## src/lsu_pkg.sv

```systemverilog
/*
 * Shared definitions for the load/store unit: data widths, operation,
 * size and exception cause encodings, and the request and response
 * records that travel between the pipeline stages.
 * Stages refer to everything here through scoped names.
 */

package lsu_pkg;

    localparam int unsigned XLEN       = 32;
    localparam int unsigned STRB_W     = XLEN / 8;
    localparam int unsigned TRANS_ID_W = 3;

    // bit 3 store, bit 2 unsigned load, bits 1:0 size
    typedef enum logic [3:0] {
        LB  = 4'b0000,
        LH  = 4'b0001,
        LW  = 4'b0010,
        LBU = 4'b0100,
        LHU = 4'b0101,
        SB  = 4'b1000,
        SH  = 4'b1001,
        SW  = 4'b1010
    } lsu_op_e;

    typedef enum logic [1:0] {
        SIZE_B = 2'b00,
        SIZE_H = 2'b01,
        SIZE_W = 2'b10
    } lsu_size_e;

    // RISC-V mcause values for data accesses
    typedef enum logic [3:0] {
        NO_CAUSE           = 4'd0,
        LD_ADDR_MISALIGNED = 4'd4,
        LD_ACCESS_FAULT    = 4'd5,
        ST_ADDR_MISALIGNED = 4'd6,
        ST_ACCESS_FAULT    = 4'd7
    } exc_cause_e;

    typedef struct packed {
        logic [XLEN-1:0]       addr;
        logic [XLEN-1:0]       wdata;
        logic [STRB_W-1:0]     strb;
        lsu_op_e               op;
        logic [TRANS_ID_W-1:0] trans_id;
        logic                  misaligned;
    } lsu_req_t;

    typedef struct packed {
        logic [XLEN-1:0]       rdata;
        logic [1:0]            byte_off;
        lsu_op_e               op;
        logic [TRANS_ID_W-1:0] trans_id;
        logic                  misaligned;
        logic                  bus_error;
    } lsu_rsp_t;

    function automatic lsu_size_e op_size(lsu_op_e op);
        return lsu_size_e'(op[1:0]);
    endfunction

    function automatic logic op_is_store(lsu_op_e op);
        return op[3];
    endfunction

    function automatic logic op_is_unsigned(lsu_op_e op);
        return op[2];
    endfunction

endpackage

```

## src/lsu_req_if.sv

```systemverilog
/*
 * Request channel from the address stage to the memory stage.
 * A request moves on a clock edge where valid and ready are both high;
 * the address stage keeps req stable while it waits for ready.
 */

`timescale 1ns/1ps

interface lsu_req_if;

    logic              valid;
    logic              ready;
    lsu_pkg::lsu_req_t req;

    // address stage side
    modport agu (
        output valid,
        output req,
        input  ready
    );

    // memory stage side
    modport mem (
        input  valid,
        input  req,
        output ready
    );

endinterface

```

## src/lsu_rsp_if.sv

```systemverilog
/*
 * Response channel from the memory stage to the writeback stage.
 * valid pulses for one cycle per finished access; the writeback
 * stage takes every pulse, so there is no ready.
 */

`timescale 1ns/1ps

interface lsu_rsp_if;

    logic              valid;
    lsu_pkg::lsu_rsp_t rsp;

    // memory stage side
    modport mem (
        output valid,
        output rsp
    );

    // writeback stage side
    modport wb (
        input valid,
        input rsp
    );

endinterface

```

## src/lsu_agu_stage.sv

```systemverilog
/*
 * Address stage of the load/store unit. Computes the effective address,
 * byte strobes and lane-shifted store data, flags misaligned accesses
 * and holds the result in a one-entry request register until the
 * memory stage takes it.
 */

`timescale 1ns/1ps

module lsu_agu_stage (
    input  logic                             clk_i,
    input  logic                             rst_ni,
    input  logic                             valid_i,
    output logic                             ready_o,
    input  logic [lsu_pkg::XLEN-1:0]         base_i,
    input  logic [lsu_pkg::XLEN-1:0]         imm_i,
    input  logic [lsu_pkg::XLEN-1:0]         wdata_i,
    input  lsu_pkg::lsu_op_e                 op_i,
    input  logic [lsu_pkg::TRANS_ID_W-1:0]   trans_id_i,
    lsu_req_if.agu                           req
);

    logic [lsu_pkg::XLEN-1:0]   addr;
    logic [lsu_pkg::STRB_W-1:0] strb;
    logic                       misaligned;
    lsu_pkg::lsu_size_e         size;
    lsu_pkg::lsu_req_t          req_d;
    lsu_pkg::lsu_req_t          req_q;
    logic                       valid_q;
    logic                       accept;

    // ------------------------------------------------------------------------
    // address generation
    // ------------------------------------------------------------------------
    // immediate arrives sign-extended to full width
    assign addr = $unsigned($signed(base_i) + $signed(imm_i));
    assign size = lsu_pkg::op_size(op_i);

    always_comb begin
        strb       = '1;
        misaligned = 1'b0;
        case (size)
            lsu_pkg::SIZE_B: begin
                strb = lsu_pkg::STRB_W'(1) << addr[1:0];
            end
            lsu_pkg::SIZE_H: begin
                strb       = lsu_pkg::STRB_W'(3) << addr[1:0];
                misaligned = addr[0];
            end
            default: begin
                strb       = '1;
                misaligned = |addr[1:0];
            end
        endcase
    end

    always_comb begin
        req_d            = '0;
        req_d.addr       = addr;
        // store data moves to the lane picked by the low address bits
        req_d.wdata      = wdata_i << {addr[1:0], 3'b000};
        req_d.strb       = strb;
        req_d.op         = op_i;
        req_d.trans_id   = trans_id_i;
        req_d.misaligned = misaligned;
    end

    // ------------------------------------------------------------------------
    // request register
    // ------------------------------------------------------------------------
    // free when empty or drained this cycle
    assign ready_o = ~valid_q | req.ready;
    assign accept  = valid_i & ready_o;

    always_ff @(posedge clk_i or negedge rst_ni) begin
        if (!rst_ni) begin
            valid_q <= 1'b0;
        end else if (accept) begin
            valid_q <= 1'b1;
        end else if (req.ready) begin
            valid_q <= 1'b0;
        end
    end

    always_ff @(posedge clk_i) begin
        if (accept) begin
            req_q <= req_d;
        end
    end

    assign req.valid = valid_q;
    assign req.req   = req_q;

endmodule

```

## src/lsu_apb_stage.sv

```systemverilog
/*
 * Memory stage of the load/store unit. Takes one request at a time and
 * runs it as an APB3 transfer: a setup cycle, then access cycles until
 * pready_i. Misaligned requests never reach the bus and answer one cycle
 * after they are taken. Each finished request gives a single-cycle
 * response with the raw bus word and the error status.
 */

`timescale 1ns/1ps

module lsu_apb_stage (
    input  logic                         clk_i,
    input  logic                         rst_ni,
    lsu_req_if.mem                       req,
    lsu_rsp_if.mem                       rsp,
    output logic [lsu_pkg::XLEN-1:0]     paddr_o,
    output logic [lsu_pkg::XLEN-1:0]     pwdata_o,
    output logic                         psel_o,
    output logic                         penable_o,
    output logic                         pwrite_o,
    output logic [lsu_pkg::STRB_W-1:0]   pstrb_o,
    input  logic [lsu_pkg::XLEN-1:0]     prdata_i,
    input  logic                         pready_i,
    input  logic                         pslverr_i
);

    typedef enum logic [1:0] {
        ST_IDLE,
        ST_SETUP,
        ST_ACCESS
    } apb_state_e;

    apb_state_e        state_q;
    apb_state_e        state_d;
    lsu_pkg::lsu_req_t req_q;
    logic              take;
    logic              skip_q;
    logic              is_store;
    logic              bus_done;
    lsu_pkg::lsu_rsp_t rsp_d;

    // only one request in the stage at a time
    assign req.ready = (state_q == ST_IDLE);
    assign take      = req.valid & req.ready;

    // ------------------------------------------------------------------------
    // transfer FSM
    // ------------------------------------------------------------------------
    always_comb begin
        state_d = state_q;
        case (state_q)
            ST_IDLE: begin
                if (take && !req.req.misaligned) begin
                    state_d = ST_SETUP;
                end
            end
            ST_SETUP: begin
                state_d = ST_ACCESS;
            end
            ST_ACCESS: begin
                if (pready_i) begin
                    state_d = ST_IDLE;
                end
            end
            default: begin
                state_d = ST_IDLE;
            end
        endcase
    end

    always_ff @(posedge clk_i or negedge rst_ni) begin
        if (!rst_ni) begin
            state_q <= ST_IDLE;
            skip_q  <= 1'b0;
        end else begin
            state_q <= state_d;
            // faulted request answers next cycle without a bus transfer
            skip_q  <= take & req.req.misaligned;
        end
    end

    always_ff @(posedge clk_i) begin
        if (take) begin
            req_q <= req.req;
        end
    end

    // ------------------------------------------------------------------------
    // APB master outputs
    // ------------------------------------------------------------------------
    assign is_store  = lsu_pkg::op_is_store(req_q.op);
    assign paddr_o   = {req_q.addr[lsu_pkg::XLEN-1:2], 2'b00};
    assign pwdata_o  = req_q.wdata;
    assign psel_o    = (state_q != ST_IDLE);
    assign penable_o = (state_q == ST_ACCESS);
    assign pwrite_o  = is_store;
    // loads read the whole word
    assign pstrb_o   = is_store ? req_q.strb : '0;

    // ------------------------------------------------------------------------
    // response
    // ------------------------------------------------------------------------
    assign bus_done = (state_q == ST_ACCESS) & pready_i;

    always_comb begin
        rsp_d            = '0;
        rsp_d.rdata      = skip_q ? '0 : prdata_i;
        rsp_d.byte_off   = req_q.addr[1:0];
        rsp_d.op         = req_q.op;
        rsp_d.trans_id   = req_q.trans_id;
        rsp_d.misaligned = req_q.misaligned;
        rsp_d.bus_error  = bus_done & pslverr_i;
    end

    assign rsp.valid = bus_done | skip_q;
    assign rsp.rsp   = rsp_d;

endmodule

```

## src/lsu_writeback_stage.sv

```systemverilog
/*
 * Writeback stage of the load/store unit. Picks the loaded byte or
 * halfword out of the bus word, extends it, turns misalignment and bus
 * errors into a RISC-V exception cause and registers the result.
 * valid_o follows each response pulse by one cycle.
 */

`timescale 1ns/1ps

module lsu_writeback_stage (
    input  logic                           clk_i,
    input  logic                           rst_ni,
    lsu_rsp_if.wb                          rsp,
    output logic                           valid_o,
    output logic [lsu_pkg::TRANS_ID_W-1:0] trans_id_o,
    output logic [lsu_pkg::XLEN-1:0]       rdata_o,
    output logic                           exc_o,
    output lsu_pkg::exc_cause_e            cause_o
);

    logic [lsu_pkg::XLEN-1:0] shifted;
    logic [lsu_pkg::XLEN-1:0] load_data;
    logic [lsu_pkg::XLEN-1:0] rdata_d;
    logic                     is_store;
    logic                     sext;
    logic                     exc_d;
    lsu_pkg::exc_cause_e      cause_d;

    assign is_store = lsu_pkg::op_is_store(rsp.rsp.op);
    assign sext     = ~lsu_pkg::op_is_unsigned(rsp.rsp.op);

    // bring the addressed lane down to bit 0
    assign shifted = rsp.rsp.rdata >> {rsp.rsp.byte_off, 3'b000};

    always_comb begin
        case (lsu_pkg::op_size(rsp.rsp.op))
            lsu_pkg::SIZE_B: begin
                load_data = {{(lsu_pkg::XLEN-8){sext & shifted[7]}}, shifted[7:0]};
            end
            lsu_pkg::SIZE_H: begin
                load_data = {{(lsu_pkg::XLEN-16){sext & shifted[15]}}, shifted[15:0]};
            end
            default: begin
                load_data = shifted;
            end
        endcase
    end

    // misalignment wins over a bus error
    always_comb begin
        exc_d   = rsp.rsp.misaligned | rsp.rsp.bus_error;
        cause_d = lsu_pkg::NO_CAUSE;
        if (rsp.rsp.misaligned) begin
            cause_d = is_store ? lsu_pkg::ST_ADDR_MISALIGNED : lsu_pkg::LD_ADDR_MISALIGNED;
        end else if (rsp.rsp.bus_error) begin
            cause_d = is_store ? lsu_pkg::ST_ACCESS_FAULT : lsu_pkg::LD_ACCESS_FAULT;
        end
    end

    assign rdata_d = (exc_d || is_store) ? '0 : load_data;

    always_ff @(posedge clk_i or negedge rst_ni) begin
        if (!rst_ni) begin
            valid_o <= 1'b0;
            exc_o   <= 1'b0;
            cause_o <= lsu_pkg::NO_CAUSE;
        end else begin
            valid_o <= rsp.valid;
            exc_o   <= rsp.valid & exc_d;
            if (rsp.valid) begin
                cause_o <= cause_d;
            end
        end
    end

    always_ff @(posedge clk_i) begin
        if (rsp.valid) begin
            trans_id_o <= rsp.rsp.trans_id;
            rdata_o    <= rdata_d;
        end
    end

endmodule

```

## src/lsu_top.sv

```systemverilog
/*
 * Top level of the load/store unit. Core requests enter over a
 * valid/ready handshake, memory is reached through an APB3 master port
 * and results leave in request order on a single writeback port.
 */

`timescale 1ns/1ps

module lsu_top (
    input  logic                           clk_i,
    input  logic                           rst_ni,

    // core request side
    input  logic                           valid_i,
    output logic                           ready_o,
    input  logic [lsu_pkg::XLEN-1:0]       base_i,
    input  logic [lsu_pkg::XLEN-1:0]       imm_i,
    input  logic [lsu_pkg::XLEN-1:0]       wdata_i,
    input  lsu_pkg::lsu_op_e               op_i,
    input  logic [lsu_pkg::TRANS_ID_W-1:0] trans_id_i,

    // writeback side
    output logic                           valid_o,
    output logic [lsu_pkg::TRANS_ID_W-1:0] trans_id_o,
    output logic [lsu_pkg::XLEN-1:0]       rdata_o,
    output logic                           exc_o,
    output lsu_pkg::exc_cause_e            cause_o,

    // APB3 master
    output logic [lsu_pkg::XLEN-1:0]       paddr_o,
    output logic                           psel_o,
    output logic                           penable_o,
    output logic                           pwrite_o,
    output logic [lsu_pkg::XLEN-1:0]       pwdata_o,
    output logic [lsu_pkg::STRB_W-1:0]     pstrb_o,
    input  logic [lsu_pkg::XLEN-1:0]       prdata_i,
    input  logic                           pready_i,
    input  logic                           pslverr_i
);

    lsu_req_if req_if ();
    lsu_rsp_if rsp_if ();

    lsu_agu_stage agu_stage_i (
        .clk_i      (clk_i),
        .rst_ni     (rst_ni),
        .valid_i    (valid_i),
        .ready_o    (ready_o),
        .base_i     (base_i),
        .imm_i      (imm_i),
        .wdata_i    (wdata_i),
        .op_i       (op_i),
        .trans_id_i (trans_id_i),
        .req        (req_if.agu)
    );

    lsu_apb_stage apb_stage_i (
        .clk_i     (clk_i),
        .rst_ni    (rst_ni),
        .req       (req_if.mem),
        .rsp       (rsp_if.mem),
        .paddr_o   (paddr_o),
        .pwdata_o  (pwdata_o),
        .psel_o    (psel_o),
        .penable_o (penable_o),
        .pwrite_o  (pwrite_o),
        .pstrb_o   (pstrb_o),
        .prdata_i  (prdata_i),
        .pready_i  (pready_i),
        .pslverr_i (pslverr_i)
    );

    lsu_writeback_stage wb_stage_i (
        .clk_i      (clk_i),
        .rst_ni     (rst_ni),
        .rsp        (rsp_if.wb),
        .valid_o    (valid_o),
        .trans_id_o (trans_id_o),
        .rdata_o    (rdata_o),
        .exc_o      (exc_o),
        .cause_o    (cause_o)
    );

endmodule

```

## config.mk

```make
export PLATFORM = sky130hd
export DESIGN_NAME = lsu_top
export DESIGN_NICKNAME = d
export VERILOG_FILES = /design/src/lsu_pkg.sv /design/src/lsu_req_if.sv /design/src/lsu_rsp_if.sv /design/src/lsu_agu_stage.sv /design/src/lsu_apb_stage.sv /design/src/lsu_writeback_stage.sv /design/src/lsu_top.sv
export SDC_FILE = /design/constraint.sdc
export NUM_CORES = 1
export LEC_CHECK = 0
export BUFFER_PORTS_ARGS = -buffer_cell sky130_fd_sc_hd__buf_4
export CORE_MARGIN = 3
export CORE_UTILIZATION = 48
export CTS_CLUSTER_SIZE = 20
export DETAILED_ROUTE_END_ITERATION = 8
export MAX_ROUTING_LAYER = met4
export PLACE_DENSITY_LB_ADDON = 0.3
export SLEW_MARGIN = 15
export SYNTH_ARGS = -nofsm -noshare
export SYNTH_HDL_FRONTEND = slang
export SYNTH_SLANG_ARGS = --single-unit
export TNS_END_PERCENT = 50
```

## constraint.sdc

```tcl
create_clock -name clk_i -period 2.7 [get_ports clk_i]
set_clock_uncertainty 0.15 [all_clocks]
set_input_delay 0.135 -clock clk_i [delete_from_list [all_inputs] [get_ports clk_i]]
set_output_delay 0.135 -clock clk_i [all_outputs]
set_load 0.1 [all_outputs]
```

==> impl_metrics.yaml, run 1 <==
outcome:
  status: "complete, no violations"
pwr:
  ir_worst_vdd_uv: 569
  total_power_mw: 15.3
  cellLeakagePower_nw: 5.16
  powerDensity_nw_per_um2: 1220
yosys:
  async_flop_share: 0.0459
  synth_fa_ha_area_frac: 0.0430
  synth-xor-area-share: 0.0268
  synth_edf_count: 187
  synth-compound-area-share: 0.112
  synthTopCellsByArea: "edfxtp_1 59%, buf_4 5.1%, ha_1 4.1%, mux2i_1 3.4%, a21oi_1 3.0%"
  synth_top_area_cell: "edfxtp_1"
  synthesis.area_um2: 9480
  synth_mux_area_frac: 0.0445
  synth_simple_gate_area_frac: 0.0878
  yosysUniqueCellTypes: 56
  avgSynthCellArea_um2: 12.6
  synth_top_family_by_area: "compound AO/OA/AOI/OAI gates"
  synth-seq-cells: 196
  ys_seq_area_frac: 0.616
  yosysWarnings: 0
  syn_inst: 755
  ys.flop_type: "edfxtp_1"
  synth_top_area_frac: 0.592
die:
  initial_core_util: 0.497
  fp.coreArea_um2: 19100
  die_w_um: 147
  rows: 50
  die_h_um: 147
  die_area_um2: 21500
  ioPinCount: 253
clock_tree:
  h-tree-depth: 4
  numCtsBuffers: 17
  insertion_delay_ns: 0.43
  clkTransAtPathRegs_ns: 0.07
  cts_buffer_depth: 2
  post-cts-setup-buffers: 0
  cts_tree: "done"
  cts_root_buf: "clkbuf_16"
  cts.sinks: 196
grt:
  grt_pass1_vias: 6616
  grtUsageTotal: 0.202
  grt_max_degree: 37
  grt_pass1_wl_mm: 33.6
  overflow: 0
  grt_antenna_before_repair: 0
sta:
  worst_slew_pin_slew_ns: 1.08
  finalCriticalPeriod_ns: 2.48
  fin_crit_sh: 0.920
  hold_viol: 0
  max_freq_mhz: 403
  rsz0062_at_grt: "false"
  drv_slew: 0
  maxSlewHeadroom: 0.277
  setup_viol: 0
detailed_routing:
  drtAntennaViolNets: 0
  drt_wl_total_mm: 21.1
  drc: 0
  wire_per_inst_um: 16.3
  vias: 6606
  via_per_inst: 5.12
  drt-pass1-iter-count: 5
  drt_iter0_markers: 340
layout:
  area_growth_pct: 32.1
  drive_above_1_share: 0.319
  finish.net_count: 1190
  final_util: 0.656
  antenna_cells: 0
  stdcell_count: 1291
setup_path:
  slowest_stage: "fa_1"
  required_ns: 2.73
  cpPeakStageDelay_ns: 0.81
  critPathLaunchType: "primary input"
  ff2ff_setup_slack_ns: 0.24
  cp-end-kind: "register"
  crit_path_max_fanout: 15
  cp.arrival_ns: 2.51
  crit_chain: "buf_4, ha_1, inv_1, fa_1, buf_12, nor2b_1, a211oi_1, a21oi_1, dlygate4sd3_1"
  crit_type: "primary input to register"
place:
  hpwlAfterDp_mm: 15.1
  dp.cells: 1199
  port_buffers: 249
  place_congestion: 0.922
hold_path:
  hold_path.class: "primary input to register"
flow_run:
  maxCapViolCount: 0
==> logic make-up (layout without fill, tap and decap cells) <==
family / count (synthesis) / count (layout)
flip-flops: 196 / 196
AND/OR/NAND/NOR: 179 / 179
AO/OA/AOI/OAI: 167 / 167
buffers and inverters: 110 / 384
multiplexers: 41 / 41
adder cells (fa/ha/maj): 32 / 32
XOR/XNOR: 29 / 29
other: 1 / 3
==> sequential cells by signal, summed over array words and instances (netlist names), 2 cells and up <==
| signal | flops |
|---|---|
| agu_stage_i.req.req | 76 |
| wb_stage_i.cause_o | 3 |
| apb_stage_i.req_q | 4 |
| apb_stage_i.pwdata_o | 32 |
| apb_stage_i.rsp.rsp | 9 |
| apb_stage_i.state_q | 2 |
| wb_stage_i.trans_id_o | 3 |
| apb_stage_i.paddr_o | 30 |
| wb_stage_i.rdata_o | 32 |
==> report_power, final <==
part           switching (mW)  internal (mW)
registers               0.341           4.67
logic                    6.18           1.65
clock network            1.15           1.32
total                    7.67           7.63
==> per-stage QoR <==
step | setup WS, ns | area (um^2) | hold slack [ns] | TNS [ns]
2_1_floorplan | 0.0578 | 9510 | -0.311 | 0
3_3_place_gp | -0.0914 | 11300 | -0.188 | -0.239
3_5_place_dp | -0.139 | 11300 | -0.188 | -0.353
4_1_cts | 0.241 | 12500 | 0.00155 | 0
5_1_grt | 0.0191 | 12500 | 0.0178 | 0
6_report | 0.217 | 12500 | 0.0136 | 0
==> final timing paths <==
check | startpoint | to | cells after the start
worst max register to register | apb_stage_i.rsp.rsp[9] | wb_stage_i.rdata_o[18] | 8
worst min-delay path | wdata_i[23] | agu_stage_i.req.req[35] | 3
max in group asynchronous | rst_ni | apb_stage_i.skip_q | 3
worst min register to register | apb_stage_i.rsp.rsp[3] | wb_stage_i.trans_id_o[1] | 0
min in group asynchronous | rst_ni | wb_stage_i.cause_o[1] | 3
worst max-delay path | base_i[0] | agu_stage_i.req.req[37] | 9
==> critical path: cells and delay by family <==
kind / cells / cell delay [ns]
buffers and inverters: 4 / 0.92
AND/OR/NAND/NOR: 1 / 0.07
adder cells (fa/ha/maj): 2 / 0.96
AO/OA/AOI/OAI: 2 / 0.41
==> synthesized netlist by cell type (3+ instances only) <==
library cell and instances:
inv_1 15, o21ai_1 5, a21o_1 13, edfxtp_1 187, o31a_1 4, nand2_1 42, nor2_1 74, a31oi_1 7
buf_4 65, and3_1 4, dfrtp_1 9, clkbuf_1 26, o21a_1 5, o21bai_1 4, a22oi_1 8, a211oi_1 13
and2_1 16, mux2i_1 32, a21oi_1 57, o21ai_0 31, xor2_1 9, nor2b_1 12, mux2_2 8, nand2b_1 6
xnor2_1 20, nand3_1 8, ha_1 31, nand4_1 6, o31ai_2 3, o211ai_1 3
==> cells in the final DEF, fill, tap and decap left out, types with 7 or more instances in the layout <==
cell type,Yosys,routed
a21oi_1,57,57
ha_1,31,31
inv_1,15,15
nand2_1,42,41
a31oi_1,7,7
xor2_1,9,9
nand3_1,8,8
a211oi_1,13,13
dlygate4sd3_1,0,60
xnor2_1,20,20
buf_4,65,275
dfrtp_1,9,9
clkbuf_16,0,17
a22oi_1,8,8
edfxtp_1,187,187
o21ai_0,31,31
nor2b_1,12,11
nor2_1,74,74
and2_1,16,14
a21o_1,13,13
mux2_2,8,8
mux2i_1,32,32
==> final cells by class <==
cell class	instances	area [um^2]
Sequential cell	196	5840
Inverter	15	56.3
Fill cell	1412	6560
Timing Repair Buffer	337	2710
Clock buffer	18	429
Tap cell	260	325
Clock inverter	14	161
Multi-Input combinational cell	451	3010
==> metal layers <==
metal,track usage,share of wire,vias up
met5,-,0,-
met4,0.0757,0.025,0
met3,0.0487,0.066,40
met2,0.343,0.51,267
met1,0.233,0.40,3067
li1,-,-,3232
==> repair_timing <==
action,4_1_cts,5_1_grt
resized for setup,0,0
hold buffers,60,0
hold endpoints to repair,69,0
Note: power is estimated with default switching activity, not from simulation.
==> run 2: changes to the inputs <==
- CORE_UTILIZATION: 48 -> 53
- clock period: 2.7 -> 2.8 ns (I/O delays scaled with it)
==> run 2 against run 1 <==
Compared with the run above:
- cell area is 0.64% lower
- non-clock buffer count is 2 lower
- global-route usage is 2.4 points higher
- highest routed layer unchanged
==> impl_metrics.yaml, run 2 (synthesis gave the netlist of run 1 again) <==
pwr:
  pwr-share-comb: 0.513
  ir_worst_vdd_uv: 1100
  total_power_mw: 14.7
  p_switching_mw: 7.38
  p_clk_frac: 0.160
  p_seq_frac: 0.327
  internal_power_mw: 7.36
  switching_share: 0.500
  cellLeakagePower_nw: 5.12
  powerDensity_nw_per_um2: 1180
setup_path:
  r2r_end: "wb_stage_i.rdata_o[27]"
  required_ns: 2.83
  endpoint: "agu_stage_i.req.req[40]"
  slowest_stage: "fa_1"
  reg2reg_depth: 8
  crit_buf_inv: 4
  ff2ff_setup_slack_ns: 0.28
  cpPeakStageDelay_ns: 0.74
  cp.arrival_ns: 2.58
  critPathLaunchType: "primary input"
  cpMostUsedCell: "buf_4"
  crit_path_max_fanout: 20
  reg2reg_from: "apb_stage_i.rsp.rsp[9]"
  crit_chain: "buf_4, ha_1, inv_1, fa_1, buf_4, nor2b_1, a211oi_1, a21oi_1, dlygate4sd3_1"
  cp-end-kind: "register"
  crit_cells: 9
  critPathTopFamily: "buffers and inverters"
  crit_path_start: "base_i[0]"
  crit_type: "primary input to register"
clock_tree:
  cts.sinks: 196
  numCtsBuffers: 17
  cts_root_buf: "clkbuf_16"
  cts_tree: "done"
  clkTransAtPathRegs_ns: 0.07
  insertion_delay_ns: 0.43
  cts_buffer_depth: 2
  h-tree-depth: 4
  post-cts-setup-buffers: 0
layout:
  final_util: 0.715
  finish.net_count: 1188
  area_growth_pct: 31.3
  final_common_cell: "buf_4"
  fill_cells: 1166
  drive_above_1_share: 0.315
  stdcell_count: 1255
  largest_register_ffs: 76
  final_cell_mix: "271 x buf_4, 187 x edfxtp_1, 74 x nor2_1"
place:
  place_congestion: 0.904
  dp.cells: 1159
  port_buffers: 249
  place_ws_ns: -0.0516
  hpwlAfterDp_mm: 14.8
sta:
  max_freq_mhz: 392
  fin_crit_sh: 0.912
  maxSlewHeadroom: 0.333
  setup_tns_ns: 0
  drv_slew: 0
  finalCriticalPeriod_ns: 2.55
  worst_slew_pin_slew_ns: 0.995
  rsz0062_at_grt: "false"
  setup_viol: 0
  setup_ws_ns: 0.248
  hold_viol: 0
flow_run:
  maxCapViolCount: 0
die:
  fp.coreArea_um2: 17400
  die_w_um: 140
  ioPinCount: 253
  initial_core_util: 0.544
  die_h_um: 140
  rows: 48
  die_area_um2: 19500
outcome:
  status: "complete, no violations"
detailed_routing:
  drtAntennaViolNets: 0
  drc: 0
  drt-pass1-iter-count: 5
  drt_iter0_markers: 347
  drt_wl_total_mm: 21.5
  via_per_inst: 5.35
  vias: 6719
  wire_per_inst_um: 17.1
grt:
  grt_pass1_vias: 6527
  grt_pass1_wl_mm: 33.7
  grtUsageTotal: 0.226
  grt_antenna_before_repair: 0
  overflow: 0
  grt_max_degree: 43
hold_path:
  hold_path.class: "primary input to register"
run 2: power groups by stage:
stage                     Combinational (mW)  Clock, mW  Sequential (mW)
after floorplan                         4.68          0             6.38
after CTS                               7.54       2.41             4.82
after global routing                    7.83       2.53             4.92
after global placement                  7.36          0             4.84
after detailed placement                7.42          0             4.88
final                                   7.56       2.36             4.82
run 2: how the worst min path moves through the flow:
| stage | cells after the start | to | from | slack, ns |
|---|---|---|---|---|
| after detailed placement | 1 | wb_stage_i.valid_o | rst_ni | -0.18 |
| after global routing | 4 | wb_stage_i.rdata_o[6] | prdata_i[6] | 0.02 |
| after CTS | 4 | wb_stage_i.rdata_o[5] | prdata_i[5] | 0.001 |
| after floorplan | 0 | agu_stage_i.req.valid | rst_ni | -0.31 |
| after global placement | 1 | wb_stage_i.valid_o | rst_ni | -0.18 |
| final | 4 | wb_stage_i.rdata_o[5] | prdata_i[5] | 0.02 |
run 2: metrics by stage:
step / area (um^2) / hold WS, ns
floorplan: 9490 / -0.306
global placement: 11200 / -0.183
detailed placement: 11200 / -0.180
CTS: 12400 / 0.00139
global route: 12400 / 0.0227
finish: 12400 / 0.0226
run 2: worst reg2reg max path, cell delays in order (launching register included):
cell,delay (ns)
edfxtp_1,0.50
mux2i_1,0.16
nor2_1,0.15
a22oi_1,0.16
nor2_1,0.11
a21oi_1,0.05
nor3_2,0.76
a21oi_1,0.14
nor2_1,0.18
run 2: repair_timing:
action | 4_1_cts | 5_1_grt
resized for setup | 0 | 0
hold endpoints to repair | 68 | 0
hold buffers | 63 | 0
run 2: routing by layer:
metal  routed length, um  global-route usage  share of wire
met2               10900               0.372           0.51
met5                   0                   -              0
met3                1820              0.0653          0.085
met1                8240               0.266           0.38
met4                 493              0.0801          0.023
run 2: area by class of cell:
class                   count  area [um^2]  share of cell area
diodes                      1         2.50            0.000201
clock buffers              19          443              0.0356
clock inverters            13          139              0.0112
inverters                  15         56.3             0.00452
multi-input cells         451         3000               0.241
flip-flops and latches    196         5840               0.469
well taps                 225          282              0.0226
repair buffers            335         2690               0.216
==> run 3: changes to the inputs <==
- CORE_UTILIZATION: 53 -> 50
- GPL_ROUTABILITY_DRIVEN: not set -> 0
==> run 3 against run 2 <==
Compared with the run above:
- cell area hardly changed
- worst hold slack worse by 0.0090 ns
- clock-buffer cell count is 1 lower
- sequential power hardly changed
- routed wire length is 2.0% lower
- largest power group unchanged
==> impl_metrics.yaml, run 3 (synthesis gave the netlist of run 1 again) <==
clock_tree:
  numCtsBuffers: 17
  insertion_delay_ns: 0.43
  h-tree-depth: 4
  cts_root_buf: "clkbuf_16"
  cts.sinks: 196
  cts_buffer_depth: 2
  cts_tree: "done"
  post_cts_resize_count: 0
  clkTransAtPathRegs_ns: 0.08
detailed_routing:
  met2_length_mm: 10.7
  drc: 0
  via_per_inst: 5.30
  drtAntennaViolNets: 0
  vias: 6624
  drt_iter0_markers: 285
  wl_met3_mm: 1.56
  wl_met1_mm: 8.32
  route.top_layer_used: "met4"
  drt-pass1-iter-count: 4
  drt_wl_total_mm: 21.0
  wire_per_inst_um: 16.8
layout:
  finish.net_count: 1180
  antenna_cells: 0
  final_common_cell: "buf_4"
  area_growth_pct: 31.3
  stdcell_count: 1250
  largest_register_ffs: 76
  final_util: 0.681
  final_cell_mix: "268 x buf_4, 187 x edfxtp_1, 74 x nor2_1"
  drive_above_1_share: 0.315
setup_path:
  ff2ff_setup_slack_ns: 0.28
  cp-end-kind: "register"
  cp.arrival_ns: 2.65
  critPathTopFamily: "simple AND/OR/NAND/NOR gates"
  critPathLaunchType: "register"
  crit_type: "register to register"
  crit_chain: "buf_4, inv_1, a31oi_1, nor2_1, a21oi_1, nor3_2, a21oi_1, nor2_1"
  r2r_end: "wb_stage_i.rdata_o[18]"
  required_ns: 2.92
  cpPeakStageDelay_ns: 0.82
  reg2reg_from: "apb_stage_i.rsp.rsp[9]"
  crit_cells: 8
  slowest_stage: "nor3_2"
  crit_buf_inv: 2
  reg2reg_depth: 8
  crit_path_max_fanout: 23
sta:
  hold-worst-slack_ns: 0.0136
  finalCriticalPeriod_ns: 2.52
  max_freq_mhz: 396
  setup_viol: 0
  drv_slew: 0
  rsz0062_at_grt: "false"
  worst_slew_pin_slew_ns: 1.09
  fin_crit_sh: 0.901
  maxSlewHeadroom: 0.273
  hold_viol: 0
  setup_tns_ns: 0
pwr:
  cellLeakagePower_nw: 5.12
  powerDensity_nw_per_um2: 1200
  internal_power_mw: 7.52
  p_switching_mw: 7.39
  p_seq_frac: 0.323
  pwr-share-comb: 0.504
  p_clk_frac: 0.173
  switching_share: 0.496
  total_power_mw: 14.9
  ir_worst_vdd_uv: 566
hold_path:
  hold_path_end: "agu_stage_i.req.req[38]"
  hold_depth: 3
  min_from: "wdata_i[18]"
  hold_path.class: "primary input to register"
die:
  fp.coreArea_um2: 18300
  die_w_um: 144
  initial_core_util: 0.519
  ioPinCount: 253
  die_h_um: 144
  rows: 49
  die_area_um2: 20600
grt:
  overflow: 0
  grt_max_degree: 52
  grt_antenna_before_repair: 0
  grtUsageTotal: 0.207
  grt_pass1_vias: 6407
  grt_pass1_wl_mm: 32.2
place:
  dp.cells: 1161
  port_buffers: 249
  hpwlAfterDp_mm: 15.3
flow_run:
  maxCapViolCount: 0
outcome:
  status: "complete, no violations"
## run 3: cell count changes in the layout (fill, tap and decap cells not counted), sizes merged, moves of 2 or more
cell,before,now
clkinvlp,3,1
buf,272,270
bufinv,1,3
dlygate4sd3,63,57
clkinv,3,5
## run 3: how the worst max path moves through the flow
stage,start,end,slack (ns)
final,apb_stage_i.rsp.rsp[9],wb_stage_i.rdata_o[18],0.28
after CTS,apb_stage_i.rsp.rsp[9],wb_stage_i.rdata_o[18],0.26
after floorplan,apb_stage_i.state_q[0],apb_stage_i.paddr_o[10],-0.14
after global placement,base_i[0],agu_stage_i.req.req[74],0.02
after global routing,apb_stage_i.rsp.rsp[9],wb_stage_i.rdata_o[18],0.11
after detailed placement,base_i[0],agu_stage_i.req.req[72],-0.05
## run 3: timing repair
| item | CTS | global route |
|---|---|---|
| buffers inserted | 0 | 0 |
| hold endpoints to repair | 66 | 0 |
| hold buffers | 57 | 0 |
## run 3: metal layers
metal	up-vias	global-route usage
met5	-	-
met4	0	0.0748
met2	261	0.343
met3	37	0.0512
li1	3219	-
met1	3107	0.248
## run 3: power by group through the flow
stage	Sequential [mW]	Combinational, mW	Clock [mW]
6_report	4.82	7.51	2.58
5_1_grt	4.91	7.80	2.75
4_1_cts	4.83	7.53	2.62
3_5_place_dp	4.89	7.43	0
3_3_place_gp	4.85	7.38	0
2_1_floorplan	6.38	4.68	0
## run 3: area by class of cell
type,instances,area (um^2)
timing repair buffer,327,2620
multi-input combinational,451,3000
inverter,15,56.3
clock buffer,18,429
fill,1316,5820
clock inverter,14,215
tap,229,287
sequential,196,5840
## run 3: worst register-to-register path, stage by stage (launching register included)
cell and delay, ns:
edfxtp_1 0.47, buf_4 0.27, inv_1 0.11, a31oi_1 0.07, nor2_1 0.12, a21oi_1 0.09, nor3_2 0.82, a21oi_1 0.13
nor2_1 0.15
## run 3: stage by stage
stage | setup WS, ns | instance area, um^2
after floorplan | -0.138 | 9490
after global placement | 0.0240 | 11200
after detailed placement | -0.0511 | 11200
after CTS | 0.264 | 12400
after global routing | 0.114 | 12400
final | 0.276 | 12400
